<file path="config.mk">
export PLATFORM = sky130hd
export DESIGN_NAME = ldpc_iocontrol
export DESIGN_NICKNAME = d
export VERILOG_FILES = /design/src/hdl/ldpc_ctrl_pkg.sv /design/src/hdl/ldpc_iocontrol.sv /design/src/hdl/ldpc_shift_split.sv /design/src/hdl/ldpc_latency_align.sv /design/src/hdl/ldpc_schedule_fsm.sv /design/src/hdl/ldpc_group_regs.sv
export SDC_FILE = /design/constraint.sdc
export NUM_CORES = 1
export LEC_CHECK = 0
export BUFFER_PORTS_ARGS = -buffer_cell sky130_fd_sc_hd__buf_2
export CAP_MARGIN = 20
export CORE_UTILIZATION = 35
export CTS_CLUSTER_SIZE = 12
export DETAILED_ROUTE_END_ITERATION = 8
export GPL_ROUTABILITY_DRIVEN = 0
export PLACE_DENSITY = 0.47
export SLEW_MARGIN = 25
export SYNTH_ARGS = -nofsm -noshare
export SYNTH_HDL_FRONTEND = slang
export SYNTH_HIERARCHICAL = 1
export SYNTH_SLANG_ARGS = --single-unit
</file>
<file path="constraint.sdc">
create_clock -name clk -period 13.1 [get_ports clk]
set_input_delay 3.93 -clock clk [delete_from_list [all_inputs] [get_ports clk]]
set_output_delay 3.93 -clock clk [all_outputs]
set_load 0.02 [all_outputs]
</file>
<file path="src/hdl/ldpc_ctrl_pkg.sv">
package ldpc_ctrl_pkg;

  // bus widths
  localparam int ROM_AW  = 13;
  localparam int ROM_DW  = 16;
  localparam int VN_AW   = 8;
  localparam int CN_AW   = 8;
  localparam int SHIFT_W = 8;

  // fold factor 4, so 90 instances per fold
  localparam int NUM_INST = 90;

  // initial parity VN address for short and long frames
  localparam int VN_START_SHORT = 44;
  localparam int VN_START_LONG  = 179;

  // wait states to let the pipeline drain between halves
  localparam int TA_WAIT = 11;

  // pipeline depths of the surrounding datapath
  localparam int LOCAL_DELAY   = 1;
  localparam int RAM_LATENCY   = 2;
  localparam int VN_PIPES      = 3;
  localparam int SHUFFLE_PIPES = 3;
  localparam int CN_PIPES      = 2;

  localparam int LAT_VN = LOCAL_DELAY + RAM_LATENCY + SHUFFLE_PIPES + CN_PIPES;
  localparam int LAT_CN = LOCAL_DELAY + RAM_LATENCY + SHUFFLE_PIPES + VN_PIPES;

  // shift values go to the shuffler, which sits after VN or CN only
  localparam int LAT_SHIFT_DL  = LOCAL_DELAY + RAM_LATENCY + VN_PIPES;
  localparam int LAT_SHIFT_UL  = LOCAL_DELAY + RAM_LATENCY + CN_PIPES;
  localparam int LAT_SHIFT_MAX = LOCAL_DELAY + RAM_LATENCY +
                                 ((VN_PIPES > CN_PIPES) ? VN_PIPES : CN_PIPES);

  // stage-0 split: last value of each bin, and the bin start
  localparam logic [2:0][SHIFT_W-1:0] SHIFT0_BOUND  = {SHIFT_W'(66), SHIFT_W'(44),
                                                       SHIFT_W'(22)};
  localparam logic [3:0][SHIFT_W-1:0] SHIFT0_OFFSET = {SHIFT_W'(67), SHIFT_W'(45),
                                                       SHIFT_W'(23), SHIFT_W'(0)};

  localparam int SHIFT1_STEP = 3;

  typedef struct packed {
    logic       turnaround;
    logic       last_group;
    logic [4:0] depth;
    logic [7:0] q;
  } group_cmd_t;

  // ROM views
  typedef struct packed {
    logic              long_frame;
    logic [1:0]        spare;
    logic [ROM_AW-1:0] start_addr;
  } rom_ptr_t;

  typedef struct packed {
    logic       spare;
    group_cmd_t cmd;
  } rom_grp_t;

  typedef struct packed {
    logic [VN_AW-1:0]   vn_addr;
    logic [SHIFT_W-1:0] shift;
  } rom_entry_t;

  typedef union packed {
    rom_ptr_t   ptr;
    rom_grp_t   grp;
    rom_entry_t entry;
  } rom_word_u;

  typedef struct packed {
    logic [VN_AW-1:0]   vn_addr;
    logic [CN_AW-1:0]   cn_addr;
    logic [SHIFT_W-1:0] shift;
    logic               we_vnmsg;
    logic               cn_we;
    logic               cn_rd;
    logic               disable_step;
  } ctrl_word_t;

  typedef struct packed {
    logic [1:0] shift0;
    logic [2:0] shift1;
    logic [2:0] shift2;
  } shift_ctrl_t;

endpackage
</file>
<file path="src/hdl/ldpc_iocontrol.sv">
`timescale 1ns/10ps

module ldpc_iocontrol
  import ldpc_ctrl_pkg::*;
(
  input  logic              clk,
  input  logic              rst,
  input  logic              start,
  input  logic [4:0]        mode,
  input  logic [5:0]        iter_limit,
  output logic              done,
  output logic              iteration,
  output logic              first_iteration,
  output logic              first_half,
  output logic              we_vnmsg,
  output logic [VN_AW-1:0]  addr_vn,
  output logic              disable_vn,
  output logic              cn_we,
  output logic              cn_rd,
  output logic [CN_AW-1:0]  addr_cn,
  output logic              disable_cn,
  output shift_ctrl_t       shifts,
  output logic [ROM_AW-1:0] romaddr,
  input  rom_word_u         romdata
);

  ctrl_word_t         ctrl;
  group_cmd_t         cmd;
  logic               load_cmd;
  logic               keep_cmd;
  logic [SHIFT_W-1:0] shift_raw;

  ldpc_schedule_fsm fsm_i (
    .clk             (clk),
    .rst             (rst),
    .start           (start),
    .mode            (mode),
    .iter_limit      (iter_limit),
    .romdata         (romdata),
    .cmd             (cmd),
    .romaddr         (romaddr),
    .load_cmd        (load_cmd),
    .keep_cmd        (keep_cmd),
    .ctrl            (ctrl),
    .first_half      (first_half),
    .iteration       (iteration),
    .first_iteration (first_iteration),
    .done            (done)
  );

  ldpc_group_regs group_regs_i (
    .clk      (clk),
    .rst      (rst),
    .romdata  (romdata),
    .load_cmd (load_cmd),
    .keep_cmd (keep_cmd),
    .cmd      (cmd)
  );

  ldpc_latency_align align_i (
    .clk        (clk),
    .rst        (rst),
    .ctrl       (ctrl),
    .first_half (first_half),
    .we_vnmsg   (we_vnmsg),
    .addr_vn    (addr_vn),
    .disable_vn (disable_vn),
    .cn_we      (cn_we),
    .cn_rd      (cn_rd),
    .addr_cn    (addr_cn),
    .disable_cn (disable_cn),
    .shift_raw  (shift_raw)
  );

  ldpc_shift_split split_i (
    .clk       (clk),
    .rst       (rst),
    .shift_raw (shift_raw),
    .shifts    (shifts)
  );

endmodule

</file>
<file path="src/hdl/ldpc_shift_split.sv">
`timescale 1ns/10ps

module ldpc_shift_split
  import ldpc_ctrl_pkg::*;
(
  input  logic               clk,
  input  logic               rst,
  input  logic [SHIFT_W-1:0] shift_raw,
  output shift_ctrl_t        shifts
);

  logic [1:0]         shift0_d;
  logic [SHIFT_W-1:0] rem0_d;
  logic [SHIFT_W-1:0] rem0_q;
  logic [SHIFT_W-1:0] rem0_q2;
  logic [SHIFT_W-1:0] quo;
  logic [2:0]         shift1_q;
  logic [SHIFT_W-1:0] rem1_d;

  // coarse stage picks one of four bins of the 90-wide range
  always_comb
  begin
    shift0_d = 2'd0;
    for (int i = 0; i < 3; i++)
      if (shift_raw > SHIFT0_BOUND[i])
        shift0_d = 2'(i + 1);
    rem0_d = shift_raw - SHIFT0_OFFSET[shift0_d];
  end

  assign quo    = rem0_q / SHIFT_W'(SHIFT1_STEP);
  assign rem1_d = rem0_q2 - SHIFT_W'(SHIFT1_STEP * shift1_q);

  always_ff @(posedge clk or posedge rst)
  begin
    if (rst)
    begin
      shifts   <= '0;
      rem0_q   <= '0;
      rem0_q2  <= '0;
      shift1_q <= '0;
    end
    else
    begin
      shifts.shift0 <= shift0_d;
      rem0_q        <= rem0_d;
      // middle stage in steps of 3, saturating at 7
      shift1_q      <= (quo > 7) ? 3'd7 : quo[2:0];
      rem0_q2       <= rem0_q;
      shifts.shift1 <= shift1_q;
      shifts.shift2 <= rem1_d[2:0];
    end
  end

endmodule

</file>
<file path="src/hdl/ldpc_latency_align.sv">
`timescale 1ns/10ps

module ldpc_latency_align
  import ldpc_ctrl_pkg::*;
(
  input  logic               clk,
  input  logic               rst,
  input  ctrl_word_t         ctrl,
  input  logic               first_half,
  output logic               we_vnmsg,
  output logic [VN_AW-1:0]   addr_vn,
  output logic               disable_vn,
  output logic               cn_we,
  output logic               cn_rd,
  output logic [CN_AW-1:0]   addr_cn,
  output logic               disable_cn,
  output logic [SHIFT_W-1:0] shift_raw
);

  ctrl_word_t         vn_line    [LAT_VN];
  ctrl_word_t         cn_line    [LAT_CN];
  logic [SHIFT_W-1:0] shift_line [LAT_SHIFT_MAX];

  always_ff @(posedge clk or posedge rst)
  begin
    if (rst)
    begin
      for (int i = 0; i < LAT_VN; i++)
        vn_line[i] <= '0;
      for (int i = 0; i < LAT_CN; i++)
        cn_line[i] <= '0;
      for (int i = 0; i < LAT_SHIFT_MAX; i++)
        shift_line[i] <= '0;
    end
    else
    begin
      vn_line[0]    <= ctrl;
      cn_line[0]    <= ctrl;
      shift_line[0] <= ctrl.shift;
      for (int i = 1; i < LAT_VN; i++)
        vn_line[i] <= vn_line[i-1];
      for (int i = 1; i < LAT_CN; i++)
        cn_line[i] <= cn_line[i-1];
      for (int i = 1; i < LAT_SHIFT_MAX; i++)
        shift_line[i] <= shift_line[i-1];

      // the side not served in this half restarts at its output tap
      if (first_half)
        vn_line[LAT_VN-1] <= ctrl;
      else
        cn_line[LAT_CN-1] <= ctrl;

      // downlink shifts see the full VN depth, uplink the shorter CN depth
      if (first_half)
        shift_line[LAT_SHIFT_MAX-1] <= shift_line[LAT_SHIFT_DL-2];
      else
        shift_line[LAT_SHIFT_MAX-1] <= shift_line[LAT_SHIFT_UL-2];
    end
  end

  assign we_vnmsg   = vn_line[LAT_VN-1].we_vnmsg;
  assign addr_vn    = vn_line[LAT_VN-1].vn_addr;
  assign disable_vn = vn_line[LAT_VN-1].disable_step;

  assign cn_we      = cn_line[LAT_CN-1].cn_we;
  assign cn_rd      = cn_line[LAT_CN-1].cn_rd;
  assign addr_cn    = cn_line[LAT_CN-1].cn_addr;
  assign disable_cn = cn_line[LAT_CN-1].disable_step;

  assign shift_raw = shift_line[LAT_SHIFT_MAX-1];

endmodule

</file>
<file path="src/hdl/ldpc_schedule_fsm.sv">
`timescale 1ns/10ps

module ldpc_schedule_fsm
  import ldpc_ctrl_pkg::*;
(
  input  logic              clk,
  input  logic              rst,
  input  logic              start,
  input  logic [4:0]        mode,
  input  logic [5:0]        iter_limit,
  input  rom_word_u         romdata,
  input  group_cmd_t        cmd,
  output logic [ROM_AW-1:0] romaddr,
  output logic              load_cmd,
  output logic              keep_cmd,
  output ctrl_word_t        ctrl,
  output logic              first_half,
  output logic              iteration,
  output logic              first_iteration,
  output logic              done
);

  typedef enum logic [3:0] {
    S_IDLE,
    S_PREP0,
    S_PREP1,
    S_FETCH0,
    S_FETCH1,
    S_PARITY_SHIFTED,
    S_MSG,
    S_PARITY,
    S_DRAIN,
    S_RESTART
  } state_e;

  state_e            state;
  logic [CN_AW-1:0]  cn_count;
  logic [VN_AW-1:0]  vn_count;
  logic [CN_AW-1:0]  ta_count;
  logic [ROM_AW-1:0] start_addr;
  logic [ROM_AW-1:0] turnaround_addr;
  logic [4:0]        count;
  logic [5:0]        iter_count;
  logic [3:0]        wait_count;
  logic              first_group;
  logic              long_frame;
  logic [VN_AW-1:0]  vn_start;
  logic              we;
  logic              matchpar;
  logic              last_step;

  assign vn_start = long_frame ? VN_AW'(VN_START_LONG) : VN_AW'(VN_START_SHORT);

  always_ff @(posedge clk or posedge rst)
  begin
    if (rst)
    begin
      state           <= S_IDLE;
      romaddr         <= '0;
      done            <= 1'b0;
      iteration       <= 1'b0;
      first_iteration <= 1'b0;
      first_half      <= 1'b0;
      cn_count        <= '0;
      vn_count        <= '0;
      ta_count        <= '0;
      start_addr      <= '0;
      turnaround_addr <= '0;
      count           <= '0;
      iter_count      <= '0;
      wait_count      <= '0;
      first_group     <= 1'b0;
      long_frame      <= 1'b0;
    end
    else
    begin
      done <= 1'b0;
      case (state)
        // mode selects a pointer word in the ROM
        S_IDLE:
        begin
          if (start)
            state <= S_PREP0;
          romaddr         <= ROM_AW'(mode);
          iter_count      <= iter_limit;
          first_iteration <= 1'b1;
          first_half      <= 1'b1;
          cn_count        <= '0;
          vn_count        <= '0;
          ta_count        <= '0;
          first_group     <= 1'b1;
          done            <= ~start;
        end
        S_PREP0:
          state <= S_PREP1;
        // pointer word is on the ROM output now
        S_PREP1:
        begin
          state           <= S_FETCH0;
          long_frame      <= romdata.ptr.long_frame;
          romaddr         <= romdata.ptr.start_addr;
          start_addr      <= romdata.ptr.start_addr;
          turnaround_addr <= romdata.ptr.start_addr;
        end
        S_FETCH0:
        begin
          state    <= S_FETCH1;
          vn_count <= vn_start;
        end
        // group command is captured by the register block here
        S_FETCH1:
        begin
          state   <= S_PARITY_SHIFTED;
          romaddr <= romaddr + 1'b1;
          count   <= '0;
        end
        S_PARITY_SHIFTED:
        begin
          state       <= S_MSG;
          romaddr     <= romaddr + 1'b1;
          wait_count  <= 4'(TA_WAIT);
          first_group <= 1'b0;
        end
        // one edge entry per cycle
        S_MSG:
        begin
          if (count == cmd.depth)
            state <= S_PARITY;
          else
            romaddr <= romaddr + 1'b1;
          count    <= count + 1'b1;
          vn_count <= cmd.q + cn_count;
        end
        S_PARITY:
        begin
          if (cmd.last_group || cmd.turnaround)
          begin
            state <= S_DRAIN;
          end
          else
          begin
            state    <= S_PARITY_SHIFTED;
            cn_count <= cn_count + 1'b1;
            romaddr  <= romaddr + 1'b1;
            count    <= '0;
          end
        end
        S_DRAIN:
        begin
          wait_count <= wait_count - 1'b1;
          if (wait_count == 0)
          begin
            if (cmd.last_group && !first_half && iter_count == 0)
            begin
              state <= S_IDLE;
              done  <= 1'b1;
            end
            else
            begin
              state <= S_RESTART;
            end
            // swap to the other half of the same segment
            cn_count        <= ta_count;
            romaddr         <= turnaround_addr;
            ta_count        <= cn_count + 1'b1;
            turnaround_addr <= romaddr;
            // end of a VN half on the last group closes the iteration
            if (cmd.last_group && !first_half)
            begin
              cn_count        <= '0;
              iteration       <= ~iteration;
              first_iteration <= 1'b0;
              romaddr         <= start_addr;
              iter_count      <= iter_count - 1'b1;
              ta_count        <= '0;
              turnaround_addr <= start_addr;
            end
          end
        end
        S_RESTART:
        begin
          state <= S_FETCH1;
          if (cn_count == 0)
          begin
            first_group <= 1'b1;
            vn_count    <= vn_start;
          end
          first_half <= ~first_half;
        end
        default:
          state <= S_IDLE;
      endcase
    end
  end

  always_comb
  begin
    we        = 1'b0;
    matchpar  = 1'b0;
    last_step = 1'b0;
    case (state)
      S_MSG:
        we = 1'b1;
      S_PARITY:
      begin
        we       = 1'b1;
        matchpar = 1'b1;
      end
      // first group wraps the parity chain, the others write the next CN
      S_PARITY_SHIFTED:
      begin
        we = 1'b1;
        if (first_group)
          last_step = 1'b1;
        else
          matchpar = 1'b1;
      end
      default:
        we = 1'b0;
    endcase
  end

  always_comb
  begin
    ctrl.vn_addr = (matchpar || last_step) ? vn_count : romdata.entry.vn_addr;
    ctrl.cn_addr = cn_count;
    if (matchpar)
      ctrl.shift = '0;
    else if (last_step)
      ctrl.shift = first_half ? SHIFT_W'(1) : SHIFT_W'(NUM_INST - 1);
    else if (first_half)
      ctrl.shift = romdata.entry.shift;
    else if (romdata.entry.shift == 0)
      ctrl.shift = '0;
    else
      ctrl.shift = SHIFT_W'(NUM_INST) - romdata.entry.shift;
    ctrl.we_vnmsg     = we & ~first_half;
    ctrl.cn_we        = we & first_half;
    ctrl.cn_rd        = we & ~first_half;
    ctrl.disable_step = last_step;
  end

  assign load_cmd = (state == S_FETCH1) ||
                    (state == S_PARITY && !cmd.last_group && !cmd.turnaround);
  assign keep_cmd = (state != S_IDLE);

endmodule

</file>
<file path="src/hdl/ldpc_group_regs.sv">
`timescale 1ns/10ps

module ldpc_group_regs
  import ldpc_ctrl_pkg::*;
(
  input  logic       clk,
  input  logic       rst,
  input  rom_word_u  romdata,
  input  logic       load_cmd,
  input  logic       keep_cmd,
  output group_cmd_t cmd
);

  // current group descriptor, valid from the fetch through the drain
  always_ff @(posedge clk or posedge rst)
  begin
    if (rst)
    begin
      cmd <= '0;
    end
    else if (load_cmd)
    begin
      cmd <= romdata.grp.cmd;
    end
    else if (!keep_cmd)
    begin
      // nothing in flight, drop the old group
      cmd <= '0;
    end
  end

endmodule

</file>
# ---- Yosys cells after proc, flatten, opt, wreduce, memory -nomap -nowiden
# Cells that the tools add are included.
dict set report word_totals {
  ramBits 0
  output_inout_bits 46
  mem_bits_ro 0
  wordCells 219
  memories 0
  ff_bits 362
  latch_bits 0
}
dict set report op_classes {
  n_mul 1
  shifts 0
  n_eq_ne 18
  n_mux 61
  reduce_logical 38
  n_addsub 9
  div_mod_pow 1
  n_lt_le_gt_ge 5
  n_bitwise 5
}
# operator n
set ops {}
lappend ops {{$mux 8} 14}
lappend ops {{$mux 13} 6}
lappend ops {{$pmux 13 s6} 1}
lappend ops {{$pmux 4 s9} 1}
lappend ops {{$pmux 8 s4} 1}
lappend ops {{$mux 15} 2}
lappend ops {{$mux 28} 1}
lappend ops {{$pmux 13 s2} 1}
lappend ops {{$pmux 8 s3} 1}
lappend ops {{$mux 20} 1}
lappend ops {{$mux 4} 5}
lappend ops {{$bmux 8 s2} 1}
lappend ops {{$eq 4x3->1 const B} 4}
lappend ops {{$logic_not 8->1} 2}
lappend ops {{$pmux 8 s2} 1}
lappend ops {{$pmux 5 s3} 1}
lappend ops {{$add 13x1->13 const B} 1}
lappend ops {{$mux 6} 2}
lappend ops {{$pmux 6 s2} 1}
lappend ops {{$reduce_and 3->1} 4}
lappend ops {{$mux 1} 10}
lappend ops {{$reduce_and 2->1} 5}
lappend ops {{$reduce_bool 3->1} 3}
lappend ops {{$add 8x1->8 const B} 1}
lappend ops {{other kinds (40)} 68}

# ---- Logic depth before layout (Yosys ltp)
dict set report depth {
  word_depth 7
  ltp_mapped 15
  mapped_depth_nobuf 15
}

# ---- Hierarchy
# The synthesis kept the hierarchy.
# module cells_per_inst seq_area_each_um2 n_inst area_per_inst_um2
set modules_own_cells {}
lappend modules_own_cells {ldpc_latency_align 261 5505.3 1 5960.7}
lappend modules_own_cells {ldpc_schedule_fsm 652 2202.1 1 5574.1}
lappend modules_own_cells {ldpc_shift_split 142 550.5 1 1420.1}
lappend modules_own_cells {ldpc_group_regs 51 375.4 1 593.1}

# ---- Least setup slack after synthesis
# Ideal clock, no wire load.
dict set report synth_path {
  kind {input -> register}
  startpoint {in romdata[4] (netlist bit)}
  endpoint {reg align_i/shift_line[43] (netlist bit)}
  path_buffers 1
  slack_ns 7.643
  cell_stages 5
  arrival_ns 5.321
  cell_sequence {clkbuf_1 or4b_2 o21ai_1 o31a_1 o21ai_0}
}
# element line_no
set synth_lines {}
lappend synth_lines {{start: declaration} ldpc_iocontrol.sv:24} ;# input rom_word_u romdata
lappend synth_lines {{end signal: indexed assignment} ldpc_latency_align.sv:45} ;# shift_line[i] <= shift_line[i-1];
lappend synth_lines {{end signal: indexed assignment} ldpc_latency_align.sv:55} ;# shift_line[LAT_SHIFT_MAX-1] <= shift_line[LAT_SHIFT_DL-2];
lappend synth_lines {{end signal: indexed assignment} ldpc_latency_align.sv:57} ;# shift_line[LAT_SHIFT_MAX-1] <= shift_line[LAT_SHIFT_UL-2];
lappend synth_lines {{end: declaration} ldpc_latency_align.sv:22} ;# logic [SHIFT_W-1:0] shift_line [LAT_SHIFT_MAX];

==> qor.txt <==
Reg2reg setup slack = 9.75 ns
Max-Cap Viols = 0
Library cells used by synthesis = 83
Slew of the pin with the lowest slew margin = 0.911 ns
Post-synthesis register bit count = 345
Number of synthesized flops with an enable pin = 0
Cell Pwr Density = 254 nW/um^2
Via density = 4.88
Startpoint type of the worst setup path = input pin
Clk pin slew, worst setup/hold paths = 0.06 ns
Tcrit/Tclk final = 39.7%
Layout cells sized above 1 = 17.8%
CP max stage cell = or4b_2
Largest net degree at the start of global routing = 137
Layout Nets = 1237
Capture point of the critical path = align_i/shift_line[46]$_DFF_PP0_
RSZ-0062 raised after global routing = no
Drt first pass iters = 4
Setup bufs post-CTS = 0
YS warnings = 6
Fin crit period = 5.20 ns
Hold Vio Cnt, Final = 0
Routed WL = 29.3 mm
Reg-to-Reg End = split_i/rem0_q[6]$_DFF_PP0_
CTS Buf Count = 39
Vias in the first global route = 8449
CTS tree = yes
Cells after synthesis = 1106
Io pins = 76
H-tree depth = 2
Crit path depth = 7
Hold Buf Count CTS = 0
CP arrival = 5.57 ns
Final Setup Violations = 0
Max Fclk = 192 MHz
Outcome = finished clean
WL/cell = 17.1 um
Initial DRC Count = 470
Pleak = 7.29 nW
Num rows = 71
HP Class = flip-flop to flip-flop
Buf+Inv Stages, Crit Path = 2
Filler cell count = 3693
Crit Path Category = input pin to flip-flop
Detail Placement HPWL = 19.1 mm
DRC = 0
Sequential area share after synthesis = 63.7%
R2r startpoint = align_i/shift_raw[1]$_DFF_PP0_
Starting Density = 35.8%
Area of the die = 39500 um^2
Post-DP Area = 14300 um^2
Max Transition Viols Final = 0
Area grow syn2layout = 15.1%
Crit-path max FO = 8
Max_slew headroom = 39.3%
Clock Path Buffers = 3
Initial antenna violation count = 1
Tot Pwr = 3.97 mW
CP Launch Point = romdata[0]
Post-synth top flop = dfrtp_1
Setup slack at placement = 7.23 ns
Port Buffers = 75
First-pass GRT wire length = 47.9 mm
Peak VDD IR = 102 uV
Gr ovfl total = 0
CP Capture Type = flip-flop
Clk_skew = 0.0196 ns
Worst-path cell chain = buf_2, inv_1, ha_1, or4b_2, o21ai_1, o31a_1, o21ai_0
Synthesized cell area = 13500 um^2
TNS Setup = 0 ns
Tot GR Track Use = 15.6%
Final WS setup = 7.90 ns
Syn Area/Cell = 12.2 um^2
Delay-heaviest family, CP = compound AO/OA/AOI/OAI gates
Async set or reset register ratio after synthesis = 100%
Clk root buf = clkbuf_16
Fin area = 15600 um^2
Worst R2R Path Depth = 15
Clk sinks = 345
Core area = 37800 um^2
Resized cells post-CTS = 0
Via count = 8369
Die W = 199 um
Post-route ant nets = 0
Worst-skew pair later-pin latency = 0.53 ns
Crit-path max cell delay = 0.58 ns
Die Span Y = 199 um
Mapped Nets = 1169
CP required = 13.47 ns
==> Yosys cell counts (7+ instances only) <==
cell type    n  area, um^2
a211oi_1     7        52.6
nand2b_1     7        43.8
mux2i_1      9        90.1
nand3_1     10        50.1
dfrtp_1    345        8630
buf_6        7        78.8
mux2_2      29         327
nor2_1      41         154
xor2_1      13         114
o21ai_0     89         445
buf_4       13        97.6
buf_2        9        45.0
a21o_1      13        97.6
nor3b_1      9        67.6
nand2_1    142         533
ha_1        30         375
a21oi_1     42         210
nor2b_1      9        56.3
mux2_4      11         165
xnor2_1     28         245
inv_1       43         161
o211ai_1    18         135
clkbuf_1    27         101
nor3_1      25         125
==> state kept, by name, summed over array words and instances (netlist names), 13 cells and up <==
signal,count
align_i/cn_line,140
align_i/vn_line,43
group_regs_i/cmd,15
fsm_i/romaddr,13
fsm_i/start_addr,13
fsm_i/turnaround_addr,13
==> layout by cell type (no fill, tap or decap), types with 4 or more instances in the layout <==
master     count
clkbuf_8      10
a31oi_1        4
a21oi_1       41
xnor2_1       28
o221ai_1       6
clkbuf_16     40
clkinv_2       8
mux2i_1        9
nor2_1        40
nor2b_1        8
a21o_1        13
inv_1         41
dfrtp_1      344
nor4_1         6
a211oi_1       7
o21ai_0       89
xor2_1        13
mux2_4        11
a221o_1        5
buf_2         75
and3_1         6
ha_1          30
mux2_2        29
o211ai_1      18
nand2b_1       7
clkbuf_1       9
o31a_1         4
o31ai_1        4
buf_4         10
nor3b_1        8
nand4_1        6
nand2_1      142
a22o_1         6
nand3_1       10
nor3_1        25
or3_1          4
==> cell type report <==
class	count	area [um^2]	share of cell area, %
antenna	1	2.50	0.0160
clock buffer	59	1170	7.52
clock inverter	11	76.3	0.489
inverter	44	174	1.12
multi-input combinational	658	4430	28.4
sequential	345	8630	55.4
tap	511	639	4.10
timing repair buffer	86	462	2.96
==> through the flow <==
stage,cells,hold WS [ns],utilization [%]
after global routing,1715,0.339,41.2
after global placement,1644,0.331,37.9
after CTS,1714,0.338,41.2
after floorplan,1106,0.331,-
final,1715,0.335,41.2
after detailed placement,1644,0.335,37.9
==> worst min-delay path by stage <==
stage | startpoint | slack [ns] | to | depth (start not counted)
floorplan | align_i/cn_line[143]$_DFF_PP0_ | 0.33 | align_i/cn_line[115]$_DFF_PP0_ | 0
global placement | align_i/cn_line[196]$_DFF_PP0_ | 0.33 | align_i/cn_line[168]$_DFF_PP0_ | 0
detailed placement | align_i/cn_line[154]$_DFF_PP0_ | 0.33 | align_i/cn_line[126]$_DFF_PP0_ | 0
CTS | align_i/vn_line[42]$_DFF_PP0_ | 0.34 | align_i/cn_line[42]$_DFF_PP0_ | 0
global route | align_i/vn_line[42]$_DFF_PP0_ | 0.34 | align_i/cn_line[42]$_DFF_PP0_ | 0
finish | align_i/vn_line[42]$_DFF_PP0_ | 0.34 | align_i/cn_line[42]$_DFF_PP0_ | 0
==> metal layers <==
metal	part of all wire, %	vias up	GRT usage (%)
li1	-	3987	-
met1	48	4203	22.3
met2	46	131	24.2
met3	4.0	48	2.75
met4	2.0	0	4.67
met5	0	-	0
==> cell families after synthesis <==
logic type,count (synthesis),synth area share [%]
adder cells (fa/ha/maj),33,3.21
flip-flops,345,63.7
buffers and inverters,103,3.68
AO/OA/AOI/OAI,239,11.7
AND/OR/NAND/NOR,296,10.8
XOR/XNOR,41,2.65
multiplexers,49,4.29
==> power by group <==
group,switching (mW),internal (mW),leakage [nW]
logic,0.733,0.520,2.33
clock network,0.429,0.620,0.619
registers,0.236,1.43,4.34
Power figures use the tool's default switching activity.
